--- config.mk ---
export PLATFORM = sky130hd
export DESIGN_NAME = conv_pe_top
export DESIGN_NICKNAME = d
export VERILOG_FILES = /design/src/design/conv_pe_data_pkg.sv /design/src/design/conv_pe_ctrl_pkg.sv /design/src/design/conv_pe_regs.sv /design/src/design/if_loader.sv /design/src/design/filt_loader.sv /design/src/design/mac_datapath.sv /design/src/design/psum_writer.sv /design/src/design/conv_pe_top.sv
export VERILOG_INCLUDE_DIRS = /design/src /design/src/design
export SDC_FILE = /design/constraint.sdc
export NUM_CORES = 1
export LEC_CHECK = 0
export BUFFER_PORTS_ARGS = -buffer_cell sky130_fd_sc_hd__clkbuf_2
export CAP_MARGIN = 0
export CORE_MARGIN = 2
export CORE_UTILIZATION = 55
export CTS_BUF_LIST = sky130_fd_sc_hd__clkbuf_8
export CTS_CLUSTER_SIZE = 14
export DETAILED_ROUTE_END_ITERATION = 8
export PLACE_DENSITY = 0.75
export SLEW_MARGIN = 40
export SYNTH_ARGS = -nofsm -noshare
export SYNTH_HDL_FRONTEND = slang
export SYNTH_SLANG_ARGS = --single-unit
--- constraint.sdc ---
create_clock -name clk -period 4.64 [get_ports clk]
set_clock_uncertainty 0.2 [all_clocks]
set_input_delay 0.232 -clock clk [delete_from_list [all_inputs] [get_ports clk]]
set_output_delay 0.232 -clock clk [all_outputs]
set_load 0.05 [all_outputs]
--- src/design/conv_pe_config.svh ---
`ifndef CONV_PE_CONFIG_SVH
`define CONV_PE_CONFIG_SVH

// Sample width, shared by IF and filter data
`define CONV_DATA_W 8

// Partial sum width
`define CONV_ACC_W 24

// IF scratchpad
`define CONV_IF_DEPTH 64
`define CONV_IF_AW 6

// Filter scratchpad
`define CONV_FILT_DEPTH 16
`define CONV_FILT_AW 4

// APB register address width
`define CONV_APB_AW 4

`endif

--- src/design/conv_pe_data_pkg.sv ---
`default_nettype none

`include "conv_pe_config.svh"

package conv_pe_data_pkg;

    // Word popped from the IF buffer
    typedef struct packed {
        logic                    last;
        logic [`CONV_DATA_W-1:0] data;
    } if_word_t;

    typedef struct packed {
        logic [`CONV_DATA_W-1:0] data;
    } filt_word_t;

    // Scratchpad write port, sized for the IF side
    typedef struct packed {
        logic                    we;
        logic [`CONV_IF_AW-1:0]  addr;
        logic [`CONV_DATA_W-1:0] data;
    } scratch_wr_t;

    typedef struct packed {
        logic [`CONV_ACC_W-1:0] value;
    } psum_t;

endpackage

`default_nettype wire

--- src/design/conv_pe_ctrl_pkg.sv ---
`default_nettype none

`include "conv_pe_config.svh"

package conv_pe_ctrl_pkg;

    typedef struct packed {
        logic                   psel;
        logic                   penable;
        logic                   pwrite;
        logic [`CONV_APB_AW-1:0] paddr;
        logic [31:0]            pwdata;
    } apb_req_t;

    typedef enum logic [`CONV_APB_AW-1:0] {
        REG_CTRL     = 4'h0,
        REG_FILT_LEN = 4'h4,
        REG_STRIDE   = 4'h8,
        REG_STATUS   = 4'hC
    } apb_reg_e;

    typedef enum logic [2:0] {
        SEQ_IDLE,
        SEQ_LOAD,
        SEQ_RUN,
        SEQ_DRAIN,
        SEQ_DONE
    } seq_state_e;

    typedef struct packed {
        logic [`CONV_FILT_AW:0]  filt_len;
        logic [`CONV_IF_AW-1:0]  stride;
    } pe_cfg_t;

    typedef struct packed {
        logic                  busy;
        logic                  done;
        logic [`CONV_IF_AW:0]  out_count;
    } pe_status_t;

endpackage

`default_nettype wire

--- src/design/conv_pe_regs.sv ---
`timescale 1ns/10ps
`default_nettype none

`include "conv_pe_config.svh"

module conv_pe_regs
    import conv_pe_ctrl_pkg::*;
(
    input  wire apb_req_t           apb_req,
    input  wire                     clk,
    input  wire                     rst,
    output logic [31:0]             prdata,
    output logic                    pready,
    output logic                    pslverr,
    input  wire                     seq_done,
    input  wire [`CONV_IF_AW:0]     out_count,
    output pe_cfg_t                 cfg,
    output logic                    start
);

    logic       access;
    logic       wr_access;
    logic       wr_ok;
    logic       start_req;
    logic       busy;
    logic       done;
    pe_status_t status;

    assign access    = apb_req.psel & apb_req.penable;
    assign wr_access = access & apb_req.pwrite;
    assign pready    = 1'b1;

    // Config registers are locked while a run is in progress
    always_comb begin
        case (apb_req.paddr)
            REG_CTRL:                 wr_ok = 1'b1;
            REG_FILT_LEN, REG_STRIDE: wr_ok = ~busy;
            default:                  wr_ok = 1'b0;
        endcase
    end

    assign pslverr   = wr_access & ~wr_ok;
    assign start_req = wr_access & (apb_req.paddr == REG_CTRL) & apb_req.pwdata[0] & ~busy;

    assign status = '{busy: busy, done: done, out_count: out_count};

    always_comb begin
        prdata = '0;
        if (apb_req.psel && !apb_req.pwrite) begin
            case (apb_req.paddr)
                REG_CTRL:     prdata = 32'(busy);
                REG_FILT_LEN: prdata = 32'(cfg.filt_len);
                REG_STRIDE:   prdata = 32'(cfg.stride);
                REG_STATUS:   prdata = 32'(status);
                default:      prdata = '0;
            endcase
        end
    end

    always_ff @(posedge clk) begin
        if (rst) begin
            cfg   <= '{filt_len: 5'd1, stride: 6'd1};
            start <= 1'b0;
            busy  <= 1'b0;
            done  <= 1'b0;
        end else begin
            start <= start_req;
            if (start_req) begin
                busy <= 1'b1;
                done <= 1'b0;
            end else if (seq_done) begin
                busy <= 1'b0;
                done <= 1'b1;
            end
            if (wr_access && !busy) begin
                case (apb_req.paddr)
                    REG_FILT_LEN: cfg.filt_len <= apb_req.pwdata[`CONV_FILT_AW:0];
                    REG_STRIDE:   cfg.stride   <= apb_req.pwdata[`CONV_IF_AW-1:0];
                    default:      ;
                endcase
            end
        end
    end

endmodule

`default_nettype wire

--- src/design/if_loader.sv ---
`timescale 1ns/10ps
`default_nettype none

`include "conv_pe_config.svh"

module if_loader
    import conv_pe_data_pkg::*;
    import conv_pe_ctrl_pkg::*;
(
    input  wire                 clk,
    input  wire                 rst,
    input  wire                 start,
    input  wire                 if_buf_empty,
    input  wire if_word_t       if_buf_data,
    output logic                if_buf_read,
    output scratch_wr_t         if_wr,
    output logic [`CONV_IF_AW:0] if_count,
    output logic                if_valid
);

    localparam int CNT_W = `CONV_IF_AW + 1;

    seq_state_e       state;
    logic [CNT_W-1:0] count;
    logic             full;

    assign full        = (count == CNT_W'(`CONV_IF_DEPTH));
    assign if_buf_read = (state == SEQ_LOAD) & ~if_buf_empty & ~full;

    // Word count doubles as the write address
    assign if_wr    = '{we: if_buf_read, addr: count[`CONV_IF_AW-1:0], data: if_buf_data.data};
    assign if_count = count;
    assign if_valid = (state == SEQ_DONE);

    always_ff @(posedge clk) begin
        if (rst) begin
            state <= SEQ_IDLE;
            count <= '0;
        end else if (start) begin
            state <= SEQ_LOAD;
            count <= '0;
        end else if (if_buf_read) begin
            count <= count + 1'b1;
            // Stop on the flagged word or on the last free entry
            if (if_buf_data.last || count == CNT_W'(`CONV_IF_DEPTH - 1)) begin
                state <= SEQ_DONE;
            end
        end
    end

endmodule

`default_nettype wire

--- src/design/filt_loader.sv ---
`timescale 1ns/10ps
`default_nettype none

`include "conv_pe_config.svh"

module filt_loader
    import conv_pe_data_pkg::*;
(
    input  wire                    clk,
    input  wire                    rst,
    input  wire                    start,
    input  wire [`CONV_FILT_AW:0]  filt_len,
    input  wire                    filt_buf_empty,
    input  wire filt_word_t        filt_buf_data,
    output logic                   filt_buf_read,
    output scratch_wr_t            filt_wr,
    output logic                   filt_ready
);

    localparam int CNT_W = `CONV_FILT_AW + 1;

    logic [CNT_W-1:0] count;
    logic             loading;
    logic             full;

    assign full          = (count == CNT_W'(`CONV_FILT_DEPTH));
    assign filt_buf_read = loading & ~filt_buf_empty & ~full;
    assign filt_wr = '{
        we:   filt_buf_read,
        addr: {{(`CONV_IF_AW - `CONV_FILT_AW){1'b0}}, count[`CONV_FILT_AW-1:0]},
        data: filt_buf_data.data
    };

    always_ff @(posedge clk) begin
        if (rst) begin
            count      <= '0;
            loading    <= 1'b0;
            filt_ready <= 1'b0;
        end else if (start) begin
            count      <= '0;
            loading    <= (filt_len != '0);
            filt_ready <= (filt_len == '0);
        end else if (filt_buf_read) begin
            count <= count + 1'b1;
            if (count + 1'b1 == filt_len || count == CNT_W'(`CONV_FILT_DEPTH - 1)) begin
                loading    <= 1'b0;
                filt_ready <= 1'b1;
            end
        end
    end

endmodule

`default_nettype wire

--- src/design/mac_datapath.sv ---
`timescale 1ns/10ps
`default_nettype none

`include "conv_pe_config.svh"

module mac_datapath
    import conv_pe_data_pkg::*;
    import conv_pe_ctrl_pkg::*;
(
    input  wire                  clk,
    input  wire                  rst,
    input  wire                  start,
    input  wire pe_cfg_t         cfg,
    input  wire scratch_wr_t     if_wr,
    input  wire scratch_wr_t     filt_wr,
    input  wire [`CONV_IF_AW:0]  if_count,
    input  wire                  if_valid,
    input  wire                  filt_ready,
    input  wire                  stall,
    output psum_t                psum,
    output logic                 psum_valid,
    output logic [`CONV_IF_AW:0] out_count,
    output logic                 seq_done
);

    localparam int PROD_W = 2 * `CONV_DATA_W;

    logic [`CONV_DATA_W-1:0] if_mem   [`CONV_IF_DEPTH];
    logic [`CONV_DATA_W-1:0] filt_mem [`CONV_FILT_DEPTH];

    seq_state_e               state;
    logic [`CONV_IF_AW:0]     base;
    logic [`CONV_FILT_AW-1:0] tap;
    logic [`CONV_IF_AW+1:0]   next_base;
    logic [`CONV_IF_AW+1:0]   next_end;
    logic [`CONV_IF_AW-1:0]   if_raddr;
    logic                     first_fits;
    logic                     next_fits;
    logic                     tap_last;
    logic                     issue;

    logic                     s1_valid, s1_first, s1_last, s1_final;
    logic                     s2_valid, s2_first, s2_last, s2_final;
    logic [`CONV_DATA_W-1:0]  if_q;
    logic [`CONV_DATA_W-1:0]  filt_q;
    logic [PROD_W-1:0]        prod_q;
    logic [`CONV_ACC_W-1:0]   acc;
    logic [`CONV_ACC_W-1:0]   acc_sum;

    always_ff @(posedge clk) begin
        if (if_wr.we) begin
            if_mem[if_wr.addr] <= if_wr.data;
        end
        if (filt_wr.we) begin
            filt_mem[filt_wr.addr[`CONV_FILT_AW-1:0]] <= filt_wr.data;
        end
    end

    // Window fits while base + filter length <= IF count
    assign next_base  = {1'b0, base} + {2'b0, cfg.stride};
    assign next_end   = next_base + {2'b0, cfg.filt_len};
    assign next_fits  = (next_end <= {1'b0, if_count});
    assign first_fits = ({1'b0, cfg.filt_len} <= if_count);
    assign tap_last   = ({1'b0, tap} == cfg.filt_len - 1'b1);
    assign if_raddr   = base[`CONV_IF_AW-1:0] + {{(`CONV_IF_AW - `CONV_FILT_AW){1'b0}}, tap};
    assign issue      = (state == SEQ_RUN) & ~stall;

    always_ff @(posedge clk) begin
        if (rst || start) begin
            state     <= rst ? SEQ_IDLE : SEQ_LOAD;
            base      <= '0;
            tap       <= '0;
            out_count <= '0;
        end else begin
            case (state)
                SEQ_LOAD: begin
                    if (if_valid && filt_ready) begin
                        state <= first_fits ? SEQ_RUN : SEQ_DONE;
                    end
                end
                SEQ_RUN: begin
                    if (!stall) begin
                        if (tap == '0) begin
                            out_count <= out_count + 1'b1;
                        end
                        if (tap_last) begin
                            tap <= '0;
                            if (next_fits) begin
                                base <= next_base[`CONV_IF_AW:0];
                            end else begin
                                state <= SEQ_DRAIN;
                            end
                        end else begin
                            tap <= tap + 1'b1;
                        end
                    end
                end
                SEQ_DRAIN: begin
                    if (seq_done) begin
                        state <= SEQ_DONE;
                    end
                end
                default: ;
            endcase
        end
    end

    always_ff @(posedge clk) begin
        if (rst || start) begin
            s1_valid <= 1'b0;
            s2_valid <= 1'b0;
        end else if (!stall) begin
            s1_valid <= issue;
            s2_valid <= s1_valid;
        end
    end

    // Read, multiply and accumulate stages, frozen together on stall
    always_ff @(posedge clk) begin
        if (!stall) begin
            if_q     <= if_mem[if_raddr];
            filt_q   <= filt_mem[tap];
            s1_first <= (tap == '0);
            s1_last  <= tap_last;
            s1_final <= tap_last & ~next_fits;
            prod_q   <= if_q * filt_q;
            s2_first <= s1_first;
            s2_last  <= s1_last;
            s2_final <= s1_final;
            if (s2_valid) begin
                acc <= acc_sum;
            end
        end
    end

    // Accumulator restarts at the first tap of each window
    assign acc_sum = (s2_first ? '0 : acc) + {{(`CONV_ACC_W - PROD_W){1'b0}}, prod_q};

    assign psum       = '{value: acc_sum};
    assign psum_valid = s2_valid & s2_last;

    // Also ends a run that has no complete window
    assign seq_done = (psum_valid & ~stall & s2_final) |
                      ((state == SEQ_LOAD) & if_valid & filt_ready & ~first_fits);

endmodule

`default_nettype wire

--- src/design/psum_writer.sv ---
`timescale 1ns/10ps
`default_nettype none

module psum_writer
    import conv_pe_data_pkg::*;
(
    input  wire        clk,
    input  wire        rst,
    input  wire psum_t psum,
    input  wire        psum_valid,
    input  wire        out_buf_full,
    output logic       out_buf_write,
    output psum_t      out_buf_data,
    output logic       stall
);

    logic  held;
    psum_t held_sum;

    // Held sum has priority, new sums pass straight through
    assign out_buf_write = held ? ~out_buf_full : (psum_valid & ~out_buf_full);
    assign out_buf_data  = held ? held_sum : psum;
    assign stall         = held;

    always_ff @(posedge clk) begin
        if (rst) begin
            held <= 1'b0;
        end else if (held) begin
            if (!out_buf_full) begin
                held <= 1'b0;
            end
        end else if (psum_valid && out_buf_full) begin
            held <= 1'b1;
        end
    end

    always_ff @(posedge clk) begin
        if (!held && psum_valid) begin
            held_sum <= psum;
        end
    end

endmodule

`default_nettype wire

--- src/design/conv_pe_top.sv ---
`timescale 1ns/10ps
`default_nettype none

`include "conv_pe_config.svh"

module conv_pe_top
    import conv_pe_data_pkg::*;
    import conv_pe_ctrl_pkg::*;
(
    input  wire             clk,
    input  wire             rst,
    input  wire apb_req_t   apb_req,
    output logic [31:0]     prdata,
    output logic            pready,
    output logic            pslverr,
    input  wire             if_buf_empty,
    input  wire if_word_t   if_buf_data,
    output logic            if_buf_read,
    input  wire             filt_buf_empty,
    input  wire filt_word_t filt_buf_data,
    output logic            filt_buf_read,
    input  wire             out_buf_full,
    output logic            out_buf_write,
    output psum_t           out_buf_data
);

    pe_cfg_t              cfg;
    logic                 start;
    logic                 seq_done;
    logic [`CONV_IF_AW:0] out_count;
    logic [`CONV_IF_AW:0] if_count;
    logic                 if_valid;
    logic                 filt_ready;
    scratch_wr_t          if_wr;
    scratch_wr_t          filt_wr;
    psum_t                psum;
    logic                 psum_valid;
    logic                 stall;

    conv_pe_regs i_regs (
        .clk       (clk),
        .rst       (rst),
        .apb_req   (apb_req),
        .prdata    (prdata),
        .pready    (pready),
        .pslverr   (pslverr),
        .seq_done  (seq_done),
        .out_count (out_count),
        .cfg       (cfg),
        .start     (start)
    );

    if_loader i_if_loader (
        .clk          (clk),
        .rst          (rst),
        .start        (start),
        .if_buf_empty (if_buf_empty),
        .if_buf_data  (if_buf_data),
        .if_buf_read  (if_buf_read),
        .if_wr        (if_wr),
        .if_count     (if_count),
        .if_valid     (if_valid)
    );

    filt_loader i_filt_loader (
        .clk            (clk),
        .rst            (rst),
        .start          (start),
        .filt_len       (cfg.filt_len),
        .filt_buf_empty (filt_buf_empty),
        .filt_buf_data  (filt_buf_data),
        .filt_buf_read  (filt_buf_read),
        .filt_wr        (filt_wr),
        .filt_ready     (filt_ready)
    );

    mac_datapath i_datapath (
        .clk        (clk),
        .rst        (rst),
        .start      (start),
        .cfg        (cfg),
        .if_wr      (if_wr),
        .filt_wr    (filt_wr),
        .if_count   (if_count),
        .if_valid   (if_valid),
        .filt_ready (filt_ready),
        .stall      (stall),
        .psum       (psum),
        .psum_valid (psum_valid),
        .out_count  (out_count),
        .seq_done   (seq_done)
    );

    psum_writer i_writer (
        .clk           (clk),
        .rst           (rst),
        .psum          (psum),
        .psum_valid    (psum_valid),
        .out_buf_full  (out_buf_full),
        .out_buf_write (out_buf_write),
        .out_buf_data  (out_buf_data),
        .stall         (stall)
    );

endmodule

`default_nettype wire

# After elaboration in Yosys (flattened, before gate mapping)
# Memories as Yosys holds them, arrays and structs flattened. A register that Yosys moved wholly into a read port is not among the register bits.
# Cells that the tools add are included.
[word_totals]
reg_bits = 124
mem_bits_rw = 640
input_bits = 61
out_inout_bits = 61
word_cells = 160
memories = 2
[mem_list]
columns = ["name", "words", "word_bits", "read_ports", "rd_clocked_by_memory_dff", "write_ports", "line_no", "text"]
rows = [
  ["i_datapath.if_mem", 64, 8, 1, 1, 1, "mac_datapath.sv:28", "logic [`CONV_DATA_W-1:0] if_mem [`CONV_IF_DEPTH];"],
  ["i_datapath.filt_mem", 16, 8, 1, 1, 1, "mac_datapath.sv:29", "logic [`CONV_DATA_W-1:0] filt_mem [`CONV_FILT_DEPTH];"],
]
[classes]
n_addsub = 9
multipliers = 1
order_cmp = 2
n_eq_ne = 19
muxes = 34
n_bitwise = 30
n_reduce_logical = 36
[op_table]
columns = ["operator", "n"]
rows = [
  ["$mux 24", 2],
  ["$pmux 9 s4", 1],
  ["$mux 32", 1],
  ["$add 24x16->24", 1],
  ["$mux 3", 7],
  ["$mux 1", 20],
  ["$and 1x1->1", 19],
  ["$mul 8x8->16", 1],
  ["$add 7x1->7 const B", 2],
  ["$reduce_and 2->1", 7],
  ["$not 1->1", 10],
  ["$reduce_bool 2->1", 5],
  ["$pmux 3 s3", 1],
  ["$add 7x6->8", 1],
  ["$add 8x5->8", 1],
  ["$eq 4x4->1 const B", 2],
  ["$le 8x7->1", 1],
  ["$logic_not 4->1", 2],
  ["$eq 7x6->1 const B", 1],
  ["$eq 7x7->1 const B", 1],
  ["$le 5x7->1", 1],
  ["$add 6x4->6", 1],
  ["$eq 3x2->1 const B", 2],
  ["$ne 3x1->1 const B", 2],
  ["26 further kinds", 39],
]

# Depth between registers and ports, before layout
# Gate-level depths: netlist (run 1).
[logic_depth]
ltp_word = 8
depth_mapped = 16
depth_no_buf = 16

# By module
# From an unflattened synthesis (run 1), not the netlist that was laid out.
[unflattened]
hier_cells = 2042
area_unflattened_um2 = 35056.1
[by_module_without_submodules]
columns = ["mod", "instances", "cells_per_inst", "area_each_um2", "seq_area_each_um2"]
rows = [
  ["mac_datapath", 1, 1735, 31675.4, 21570.7],
  ["psum_writer", 1, 56, 1152.4, 740.7],
  ["conv_pe_regs", 1, 116, 1017.2, 280.3],
  ["if_loader", 1, 71, 608.1, 180.2],
  ["filt_loader", 1, 64, 603.1, 140.1],
]

# Least setup slack after synthesis (run 1)
# OpenSTA, ideal clock, no wires.
[synth_path]
path_type = "reg2reg"
startpoint = "register i_datapath.filt_q[2] (read register of i_datapath.filt_mem)"
endpoint = "register i_datapath.prod_q[15] (data pin)"
setup_ps = 260
arrival_ps = 4061
required_ps = 4180
slack_ps = 119
stages_incl_launch_ff = 15
path_buffers = 0
synth_period_minus_slack_ps = 4521
cell_sequence = "edfxtp_1 > nand2_1 > fa_1 > fa_1 > fa_1 > inv_1 > fa_1 > ha_1 > o21a_1 > o31a_1 > o211ai_1 > a21oi_1 > a2111oi_1 > a21oi_1 > xnor2_1"
[synth_between]
elab_chain_len = 1
[synth_lines]
columns = ["item", "line_no", "text"]
rows = [
  ["start, declared", "mac_datapath.sv:45", "logic [`CONV_DATA_W-1:0] filt_q;"],
  ["$mul 8x8->16", "mac_datapath.sv:126", "prod_q <= if_q * filt_q;"],
  ["end signal, assigned", "mac_datapath.sv:126", ""],
  ["end, declared", "mac_datapath.sv:46", "logic [PROD_W-1:0] prod_q;"],
]
# Every way passes these cells.
# A chain may end at the register's enable or synchronous reset.

# Worst setup path after layout (run 1)
# Ends and elaborated chain as after synthesis.

==> results of run 1 <==
Yosys cell counts (5+ instances only):
cell type,number
a211oi_1,16
a21o_1,13
a21oi_1,56
a31oi_1,6
and2_1,56
and3_1,14
buf_1,5
buf_2,16
buf_4,34
clkbuf_1,37
dfxtp_1,51
edfxtp_1,729
fa_1,40
ha_1,92
inv_1,83
mux2_2,17
mux2i_1,32
mux4_2,200
nand2_1,93
nand2b_1,9
nand3_1,30
nand4_1,10
nor2_1,143
nor2b_1,36
nor3_1,12
nor3b_1,8
o21a_1,13
o21ai_0,18
o21ai_1,7
or2_2,5
xnor2_1,45
xor2_1,16
final cells by class:
| type | instances | area share, % |
|---|---|---|
| Multi-Input combinational cell | 1069 | 28.2 |
| Sequential cell | 780 | 58.3 |
| Antenna cell | 1 | 0.00637 |
| Timing Repair Buffer | 209 | 3.96 |
| Inverter | 85 | 0.812 |
| Clock inverter | 94 | 1.53 |
| Clock buffer | 130 | 4.55 |
| Tap cell | 837 | 2.67 |
worst max-delay path: cells and delay by family (launching register included):
family	cells	cell delay, ns
adders and majority gates	5	2.17
buffers and inverters	5	0.66
AOI/OAI and AO/OA	4	0.63
DFF	1	0.48
xor gates and xnor gates	1	0.12
and+or+nand+nor	1	0.09
flip-flops by register name, indices dropped and copies added, names as in the netlist, 5 cells and up:
register,flops
i_datapath.if_mem,512
i_datapath.filt_mem,128
i_datapath.acc,24
i_writer.held_sum,24
i_datapath.prod_q,16
i_regs.cfg,11
i_datapath.filt_q,8
i_datapath.if_q,8
i_datapath.base,7
i_datapath.out_count,7
i_if_loader.if_count,7
i_filt_loader.count,5
power breakdown:
group | total (mW) | internal [mW] | switching (mW)
Sequential | 7.81 | 7.78 | 0.0275
Combinational | 1.10 | 0.411 | 0.693
Clock | 5.63 | 2.98 | 2.65
cells by family (layout without fill, tap and decap cells):
group | after synthesis | in the layout | synth area share [%]
muxes | 249 | 249 | 14.5
AOI/OAI and AO/OA | 173 | 173 | 3.30
adders and majority gates | 132 | 132 | 5.65
DFF | 780 | 780 | 66.4
and+or+nand+nor | 429 | 429 | 6.04
xor gates and xnor gates | 62 | 62 | 1.59
other | 2 | 25 | 0.0218
buffers and inverters | 181 | 518 | 2.48
path summary, 6_finish.rpt:
path	endpoint	cells after the start	slack, ns	start
min reg2reg	i_datapath.s2_first	0	0.21	i_datapath.s1_first
min	i_regs.cfg[0]	4	0.1	apb_req[0]
max reg2reg	i_datapath.prod_q[15]	16	0.06	i_datapath.filt_q[2]
max	i_datapath.prod_q[15]	16	0.06	i_datapath.filt_q[2]
layer usage:
metal  wire length, um  part of all wire [%]  vias to the layer above  global-route usage, %
met5                 0                     0                        -                      0
met4              1620                   2.3                        0                   6.64
met3              5190                   7.2                      124                   4.39
met2             35100                    49                      736                   36.7
met1             29800                    42                     9415                   31.9
li1                  -                     -                     8307                      -
repair_timing:
action | 4_1_cts | 5_1_grt
hold buffers | 39 | 0
endpoints found under the hold margin | 689 | 0
gates resized for setup | 1 | 31
pin swaps | 0 | 28
buffers inserted | 4 | 13
setup endpoints to repair | 2 | 12
metrics by stage:
step | hold WS, ns | utilization [%]
2_1_floorplan | 0.131 | -
3_3_place_gp | 0.202 | 58.6
3_5_place_dp | 0.205 | 58.6
4_1_cts | 0.0360 | 63.1
5_1_grt | 0.0814 | 63.6
6_report | 0.0986 | 63.6
==> qor.yml, run 1 <==
ys_ff_latch: 780
synth-edff-count: 729
slowest_delay_ns: 0.51
portBuffers: 71
power.total_mw: 14.5
wire_per_inst_um: 22.4
initial_core_util_pct: 55.8
coreArea_sq_mm: 0.0618
cp_max_fo: 6
overflow: 0
cts.htree.levels: 3
final_cells: 3205
timing.final.ws_setup_ns: 0.0623
synthTopCellsByArea: "edfxtp_1 (63%), mux4_2 (13%), ha_1 (3.3%)"
crit_path_start_kind: "register"
path_class: "register to register"
final.period_utilization_pct: 98.7
power-per-cell-area_mw_per_mm2: 370
ys_async_sr_fraction_pct: 0
pre_cts_ws_ns: -0.0805
final_common_cell: "edfxtp_1"
avgViaCountPerCell: 5.80
wirelength_um: 71700
setup_viol: 0
setup_tns_ns: 0
yosysWarnings: 0
fill_cells: 4192
gp_congestion: 0.827
drtIter0Drc: 1664
finalHoldViolCount: 0
place_area_sq_mm: 0.0362
grt_max_degree: 69
cts_root_buf: "clkbuf_8"
die_x_um: 255
critPathSlowestCell: "fa_1"
grt_pass1_vias: 19086
cts.reportedPaths.clkPinSlew_ns: 0.06
final_cell_mix: "edfxtp_1 (729), mux4_2 (200), nor2_1 (132)"
drv_slew: 0
drv_cap: 0
vias: 18582
min_path_type: "input port to register"
tightest_slew_ns: 0.928
die_area_sq_mm: 0.0648
multi_input_area_sq_mm: 0.0111
synth-seq-area-share_pct: 66.4
antenna_found_initial: 0
netlist_instances: 2008
dr.pass1.iters: 5
synth_top_area_cell: "edfxtp_1"
worstPathArrival_ns: 4.87
status: "completed"
ir_drop_mv: 0.296
boundaryPins: 122
cts_tree: "done"
synth_cell_types: 68
power.leakage_nw: 13.6
fmax_mhz: 218
nNetsFinal: 2458
grt_pass1_wl_um: 111000
antenna_left: 0
clock_latency_ns: 0.74
cts-buffers-inserted: 120
synth_top_area_share_pct: 63.4
die_h_um: 255
drc: 0
rows: 91
relSlewSlack_pct: 38.0
areaGrowthSynthToFinish_pct: 13.8
syn_area_per_cell_sq_um: 17.2
track_usage_pct: 22.8
crit_chain: "buf_4, buf_4, buf_4, nand2_1, fa_1, fa_1, fa_1, fa_1, inv_1, ha_1, a21oi_2, a21oi_2, a2111oi_2, buf_4, a21oi_2, xnor2_1"
stdcell_area_sq_mm: 0.0393
worstSetupEndpointType: "register"
cp.required_ns: 4.93
rsz0062_at_grt: "true"
drive_above_1_share_pct: 25.4
final-seq-area_sq_mm: 0.0229
period_minus_slack_ns: 4.58
place_inst: 2925
dp_hpwl_um: 45300
syn_area_sq_mm: 0.0345
cts_num_sinks: 780
clockBufferDepth: 3
ys_dominant_reg_cell: "edfxtp_1"
(Power assumes the default switching activity.)
==> run 2, diff against run 1 <==
--- a/config.mk
+++ b/config.mk
@@ -6,6 +6,7 @@
 export SDC_FILE = /design/constraint.sdc
 export NUM_CORES = 1
 export LEC_CHECK = 0
+export ABC_AREA = 1
 export BUFFER_PORTS_ARGS = -buffer_cell sky130_fd_sc_hd__clkbuf_2
 export CAP_MARGIN = 0
 export CORE_MARGIN = 2
==> run 2 against run 1 <==
Compared with the run above: first-iteration DRC count grew 41%; combinational power rose to 5.0 times the previous value; sequential cell count unchanged; setup slack better by 0.13 ns; wire length grew 15%; die area is 3.4% higher; sequential share of layout area decreased by 0.48 points; clock power fell by 3.9%; design area is 0.82% higher.
==> qor.yml, run 2 <==
status: "completed"  # unchanged
dp_hpwl_um: 51100  # was 45,300 um
drv_cap: 0  # unchanged
overflow: 0  # unchanged
dr.pass1.iters: 6  # was 5
ctsResizeCount: 0  # was 1
tightest_slew_ns: 0.856  # was 0.928 ns
syn_area_per_cell_sq_um: 11.5  # was 17.2 sq um
path_class: "register to register"  # unchanged
worstSetupEndpointType: "register"  # unchanged
boundaryPins: 122  # unchanged
cts-buffers-inserted: 119  # was 120
gr-usage-met1_pct: 32.5  # was 31.9%
gp_congestion: 0.879  # was 0.827
final.period_utilization_pct: 95.8  # was 98.7%
synth_cell_types: 58  # was 68
rrSetupSlack_ns: 0.19  # was 0.06 ns
ys_async_sr_fraction_pct: 0  # unchanged
clockBufferDepth: 3  # unchanged
crit_path_start_kind: "register"  # unchanged
areaGrowthSynthToFinish_pct: 10.9  # was 13.8%
final_cell_mix: "edfxtp_1 (729), nor2_1 (482), nand2_1 (407)"  # was edfxtp_1 (729), mux4_2 (200), nor2_1 (132)
portBuffers: 71  # unchanged
crit_start: "i_datapath.if_q[3]"  # was i_datapath.filt_q[2]
grt_util_met3_pct: 4.41  # was 4.39%
drc: 0  # unchanged
clock_latency_ns: 0.76  # was 0.74 ns
setup_viol: 0  # unchanged
grt_pass1_vias: 24154  # was 19,086
power-per-cell-area_mw_per_mm2: 484  # was 370 mW/mm^2
cp.required_ns: 4.90  # was 4.93 ns
wire_per_inst_um: 19.6  # was 22.4 um
setup_tns_ns: 0  # unchanged
initial_core_util_pct: 55.5  # was 55.8%
avgViaCountPerCell: 5.77  # was 5.80
grt_pass1_wl_um: 129000  # was 111,000 um
synth_top_area_share_pct: 61.3  # was 63.4%
rows: 93  # was 91
wirelength_um: 82500  # was 71,700 um
ys_dominant_reg_cell: "edfxtp_1"  # unchanged
antenna_left: 0  # unchanged
rr_endpoint: "i_datapath.prod_q[13]"  # was i_datapath.prod_q[15]
largest_reg_flops: 512  # unchanged
rr_startpoint: "i_datapath.if_q[3]"  # was i_datapath.filt_q[2]
yosysWarnings: 0  # unchanged
worstPathArrival_ns: 4.70  # was 4.87 ns
period_minus_slack_ns: 4.45  # was 4.58 ns
vias: 24228  # was 18,582
netlist_instances: 3105  # was 2,008
coreArea_sq_mm: 0.0643  # was 0.0618 sq mm
use_met2_pct: 40.3  # was 36.7%
drive_above_1_share_pct: 10.3  # was 25.4%
die_h_um: 259  # was 255 um
die_x_um: 259  # was 255 um
largest_register: "i_datapath.if_mem"  # unchanged
drv_slew: 0  # unchanged
min_path_type: "input port to register"  # unchanged
cp_max_fo: 7  # was 6
cp-endpoint: "i_datapath.prod_q[13]"  # was i_datapath.prod_q[15]
cts_root_buf: "clkbuf_8"  # unchanged
drtIter0Drc: 2351  # was 1,664
power.leakage_nw: 14.8  # was 13.6 nW
netlist_top_cells_count: "edfxtp_1 (729), nor2_1 (489), nand2_1 (407)"  # was edfxtp_1 (729), mux4_2 (200), nor2_1 (143)
cts.reportedPaths.clkPinSlew_ns: 0.06  # about the same
ff2ff_path_depth: 15  # was 16
antenna_found_initial: 2  # was 0
synthTopCellsByArea: "edfxtp_1 (61%), nor2_1 (5.1%), nand2_1 (4.3%)"  # was edfxtp_1 (63%), mux4_2 (13%), ha_1 (3.3%)
final_common_cell: "edfxtp_1"  # unchanged
nNetsFinal: 3449  # was 2,458
grt_busiest_layer: "met2"  # unchanged
cts_num_sinks: 780  # unchanged
relSlewSlack_pct: 42.8  # was 38.0%
synth-edff-count: 729  # unchanged
place_area_sq_mm: 0.0367  # was 0.0362 sq mm
synth_top_area_cell: "edfxtp_1"  # unchanged
track_usage_pct: 24.5  # was 22.8%
grt_max_degree: 149  # was 69
stdcell_area_sq_mm: 0.0396  # was 0.0393 sq mm
finalHoldViolCount: 0  # unchanged
ys_ff_latch: 780  # unchanged
die_area_sq_mm: 0.0670  # was 0.0648 sq mm
synth.most_common_cell: "edfxtp_1"  # unchanged
cts_tree: "done"  # unchanged
syn_area_sq_mm: 0.0357  # was 0.0345 sq mm
cts.htree.levels: 3  # unchanged
min_from: "apb_req[1]"  # was apb_req[0]
rsz0062_at_grt: "false"  # was true
ir_drop_mv: 0.632  # was 0.296 mV
fmax_mhz: 225  # was 218 MHz
synth-seq-area-share_pct: 64.2  # was 66.4%
==> run 2: report_power, final <==
part | total [mW] | internal (mW) | switching (mW) | leakage (nW)
registers | 8.31 | 8.17 | 0.142 | 7.03
clock network | 5.41 | 2.75 | 2.66 | 1.27
logic | 5.47 | 1.99 | 3.48 | 6.45
total | 19.2 | 12.9 | 6.28 | 14.8
==> run 2: metal layers <==
layer | part of all wire (%) | routed length, um | up-vias
met1 | 40 | 33300 | 11668
li1 | - | - | 11280
met2 | 48 | 39800 | 1107
met3 | 8.5 | 6970 | 173
met4 | 3.0 | 2490 | 0
met5 | 0 | 0 | -
==> run 2: what timing repair did <==
action                                 4_1_cts  5_1_grt
setup buffers                                0       16
hold buffers                                47        0
setup endpoints to repair                    0        2
endpoints found under the hold margin      681        0
==> run 2: cells by family (layout without fill, tap and decap cells) <==
group                    after synthesis  in the layout  share of synthesized area, %
buffers and inverters                410            627                          5.16
XOR/XNOR                              47             47                          1.19
other                                  2             25                        0.0210
AO/OA/AOI/OAI                        534            534                          9.13
AND/OR/NAND/NOR                     1136           1136                          13.1
multiplexers                          64             64                          1.79
adder cells (fa/ha/maj)              132            132                          5.47
flip-flops                           780            780                          64.2
==> run 2: stage by stage <==
stage               power [mW]  instances  util (%)  setup slack (ns)  hold WS (ns)
finish                    19.2       4200      61.6             0.194         0.170
global route              20.3       4200      61.6           0.00430         0.184
CTS                       19.2       4182      61.3             0.128        0.0957
detailed placement        13.8       3926      57.1             0.192         0.219
global placement          13.6       3926      57.1             0.223         0.216
floorplan                 12.5       3127         -             0.436         0.131
==> run 2: cell type report <==
type / count / area, sq um
tap: 855 / 1070
sequential: 780 / 22900
timing repair buffer: 187 / 1400
multi-input combinational: 1937 / 11100
clock buffer: 126 / 1730
fill: 4880 / 24700
inverter: 231 / 875
clock inverter: 83 / 524
antenna: 1 / 2.50
==> run 2: how the worst min path moves through the flow <==
stage	to	slack, ns	cells past startpoint
final	i_regs.cfg[7]	0.17	4
after global routing	i_regs.start	0.18	3
after CTS	i_regs.cfg[7]	0.1	4
after detailed placement	i_datapath.s2_final	0.22	0
after global placement	i_datapath.s2_final	0.22	0
after floorplan	i_datapath.filt_mem[0][0]	0.13	0
==> run 2: worst max-delay path, cell delays in order, from the launching register on <==
cell	delay, ns
edfxtp_1	0.40
buf_4	0.19
nand2_1	0.07
inv_1	0.05
fa_1	0.54
inv_1	0.05
fa_1	0.45
fa_1	0.49
inv_1	0.05
fa_1	0.43
ha_1	0.35
a21oi_1	0.22
o21ai_0	0.16
a31oi_1	0.25
o21ai_0	0.14
xor2_1	0.15
==> run 3, diff against run 2 <==
--- a/config.mk
+++ b/config.mk
@@ -6,15 +6,14 @@
 export SDC_FILE = /design/constraint.sdc
 export NUM_CORES = 1
 export LEC_CHECK = 0
-export ABC_AREA = 1
 export BUFFER_PORTS_ARGS = -buffer_cell sky130_fd_sc_hd__clkbuf_2
 export CAP_MARGIN = 0
 export CORE_MARGIN = 2
-export CORE_UTILIZATION = 55
+export CORE_UTILIZATION = 50
 export CTS_BUF_LIST = sky130_fd_sc_hd__clkbuf_8
 export CTS_CLUSTER_SIZE = 14
 export DETAILED_ROUTE_END_ITERATION = 8
-export PLACE_DENSITY = 0.75
+export PLACE_DENSITY = 0.81
 export SLEW_MARGIN = 40
 export SYNTH_ARGS = -nofsm -noshare
 export SYNTH_HDL_FRONTEND = slang
==> run 3 against run 2 <==
Compared with the run above: register-to-register slack got worse by 0.09 ns; via count decreased by 23%; maximum frequency decreased by 2.0%; largest cell class unchanged; clock power decreased by 2%; critical path type unchanged; largest power group unchanged; critical path depth increased by 1; critical endpoint is now i_datapath.prod_q[15]; global-route usage decreased by 3.7 points.
==> qor.yml, run 3 (synthesized netlist as in run 1, its figures left out) <==
status: "completed"  # unchanged
final_common_cell: "edfxtp_1"  # unchanged
dp_hpwl_um: 46400  # was 51,100 um
path_class: "register to register"  # unchanged
portBuffers: 71  # unchanged
worstSetupEndpointType: "register"  # unchanged
cts_tree: "done"  # unchanged
wire_per_inst_um: 22.7  # was 19.6 um
overflow: 0  # unchanged
largest_register: "i_datapath.if_mem"  # unchanged
place_inst: 2946  # was 3,926
cts-buffers-inserted: 118  # was 119
antenna_left: 0  # unchanged
crit_chain: "buf_6, and2_4, fa_2, inv_2, fa_1, inv_2, ha_4, fa_1, ha_4, nor2b_4, o31a_1, o211ai_1, a21oi_1, a2111oi_2, a21oi_1, xnor2_1"  # was buf_4, nand2_1, inv_1, fa_1, inv_1, fa_1, fa_1, inv_1, fa_1, ha_1, a21oi_1, o21ai_0, a31oi_1, o21ai_0, xor2_1
final_cells: 3219  # was 4,200
boundaryPins: 122  # unchanged
track_usage_pct: 20.8  # was 24.5%
antenna_found_initial: 2  # unchanged
cts_root_buf: "clkbuf_8"  # unchanged
crit_path_start_kind: "register"  # unchanged
dr.pass1.iters: 5  # was 6
fmax_mhz: 220  # was 225 MHz
critPathSlowestCell: "fa_1"  # unchanged
drc: 0  # unchanged
clock_latency_ns: 0.76  # about the same
setup_viol: 0  # unchanged
cts_num_sinks: 780  # unchanged
gp_congestion: 0.873  # was 0.879
die_area_sq_mm: 0.0712  # was 0.0670 sq mm
worstPathArrival_ns: 4.80  # was 4.70 ns
final.period_utilization_pct: 97.8  # was 95.8%
wirelength_um: 72900  # was 82,500 um
final_cell_mix: "edfxtp_1 (729), mux4_2 (200), nor2_1 (136)"  # was edfxtp_1 (729), nor2_1 (482), nand2_1 (407)
grt_pass1_vias: 19207  # was 24,154
largest_reg_flops: 512  # unchanged
relSlewSlack_pct: 43.7  # was 42.8%
rows: 96  # was 93
avgViaCountPerCell: 5.82  # was 5.77
fill_cells: 4899  # was 4,880
initial_core_util_pct: 50.4  # was 55.5%
min_path_type: "input port to register"  # unchanged
grt_max_degree: 65  # was 149
drv_slew: 0  # unchanged
cp.required_ns: 4.90  # about the same
drive_above_1_share_pct: 23.8  # was 10.3%
areaGrowthSynthToFinish_pct: 12.9  # was 10.9%
worst_hold_slack_ns: 0.0894  # was 0.170 ns
cts.reportedPaths.clkPinSlew_ns: 0.06  # about the same
vias: 18740  # was 24,228
period_minus_slack_ns: 4.54  # was 4.45 ns
nNetsFinal: 2433  # was 3,449
rsz0062_at_grt: "true"  # was false
finalHoldViolCount: 0  # unchanged
grt_pass1_wl_um: 112000  # was 129,000 um
drtIter0Drc: 1980  # was 2,351
tightest_slew_ns: 0.842  # was 0.856 ns
slowest_delay_ns: 0.56  # was 0.54 ns
cp_max_fo: 5  # was 7
cts.htree.levels: 3  # unchanged
ir_drop_mv: 0.340  # was 0.632 mV
coreArea_sq_mm: 0.0685  # was 0.0643 sq mm
die_h_um: 267  # was 259 um
drv_cap: 0  # unchanged
clockBufferDepth: 3  # unchanged
die_x_um: 267  # was 259 um
power.leakage_nw: 13.4  # was 14.8 nW
power-per-cell-area_mw_per_mm2: 365  # was 484 mW/mm^2
==> run 3: layer usage <==
| metal | vias to the layer above | GRT usage, % | wire [um] |
|---|---|---|---|
| met5 | - | 0 | 13 |
| met4 | 2 | 7.35 | 1990 |
| met3 | 145 | 3.96 | 5420 |
| met2 | 854 | 35.4 | 37300 |
| met1 | 9497 | 26.9 | 28300 |
| li1 | 8242 | - | - |
==> run 3: worst max-delay path: cells and delay by family (launching register included) <==
kind / cells / cell delay [ns]
XOR/XNOR: 1 / 0.13
adder cells (fa/ha/maj): 5 / 1.75
AO/OA/AOI/OAI: 5 / 1.10
AND/OR/NAND/NOR: 2 / 0.26
flip-flops: 1 / 0.51
buffers and inverters: 3 / 0.31
==> run 3: worst paths after layout <==
kind	cells past startpoint	slack, ns	end	from
min	4	0.09	i_regs.cfg[1]	apb_req[1]
max reg2reg	16	0.10	i_datapath.prod_q[15]	i_datapath.filt_q[2]
min reg2reg	0	0.22	i_datapath.s2_final	i_datapath.s1_final
max	16	0.10	i_datapath.prod_q[15]	i_datapath.filt_q[2]
==> run 3: cell type report <==
| cell class | count | area (sq um) | share of cell area [%] |
|---|---|---|---|
| diodes | 1 | 2.50 | 0.00642 |
| clock buffers | 122 | 1680 | 4.31 |
| clock inverters | 94 | 527 | 1.35 |
| inverters | 85 | 320 | 0.822 |
| multi-input cells | 1069 | 11000 | 28.3 |
| flip-flops and latches | 780 | 22900 | 58.8 |
| well taps | 882 | 1100 | 2.83 |
| repair buffers | 186 | 1390 | 3.56 |
==> run 3: where the power goes <==
part	switching, mW	internal, mW	total [mW]
clock	2.64	2.67	5.31
sequential	0.0321	7.78	7.82
combinational	0.701	0.401	1.10
==> run 3: repair_timing <==
action                                  4_1_cts  5_1_grt
pin swaps                                     0       24
buffers inserted                              2       11
endpoints found under the setup margin        3        7
hold buffers                                 41        0
endpoints found under the hold margin       661        0
resized for setup                             2       26
==> run 3: per-stage QoR <==
step                      setup WS (ns)  setup TNS, ns  instance area, sq um  utilization (%)  power [mW]
after detailed placement        -0.0702        -0.0964                 36100             52.7        9.00
after global routing             -0.114         -0.335                 39000             56.9        14.7
final                             0.104              0                 39000             56.9        14.2
after CTS                      -0.00705       -0.00705                 38700             56.5        14.3
after global placement          -0.0156        -0.0156                 36100             52.7        8.96
after floorplan                   0.119              0                 34600                -        8.70
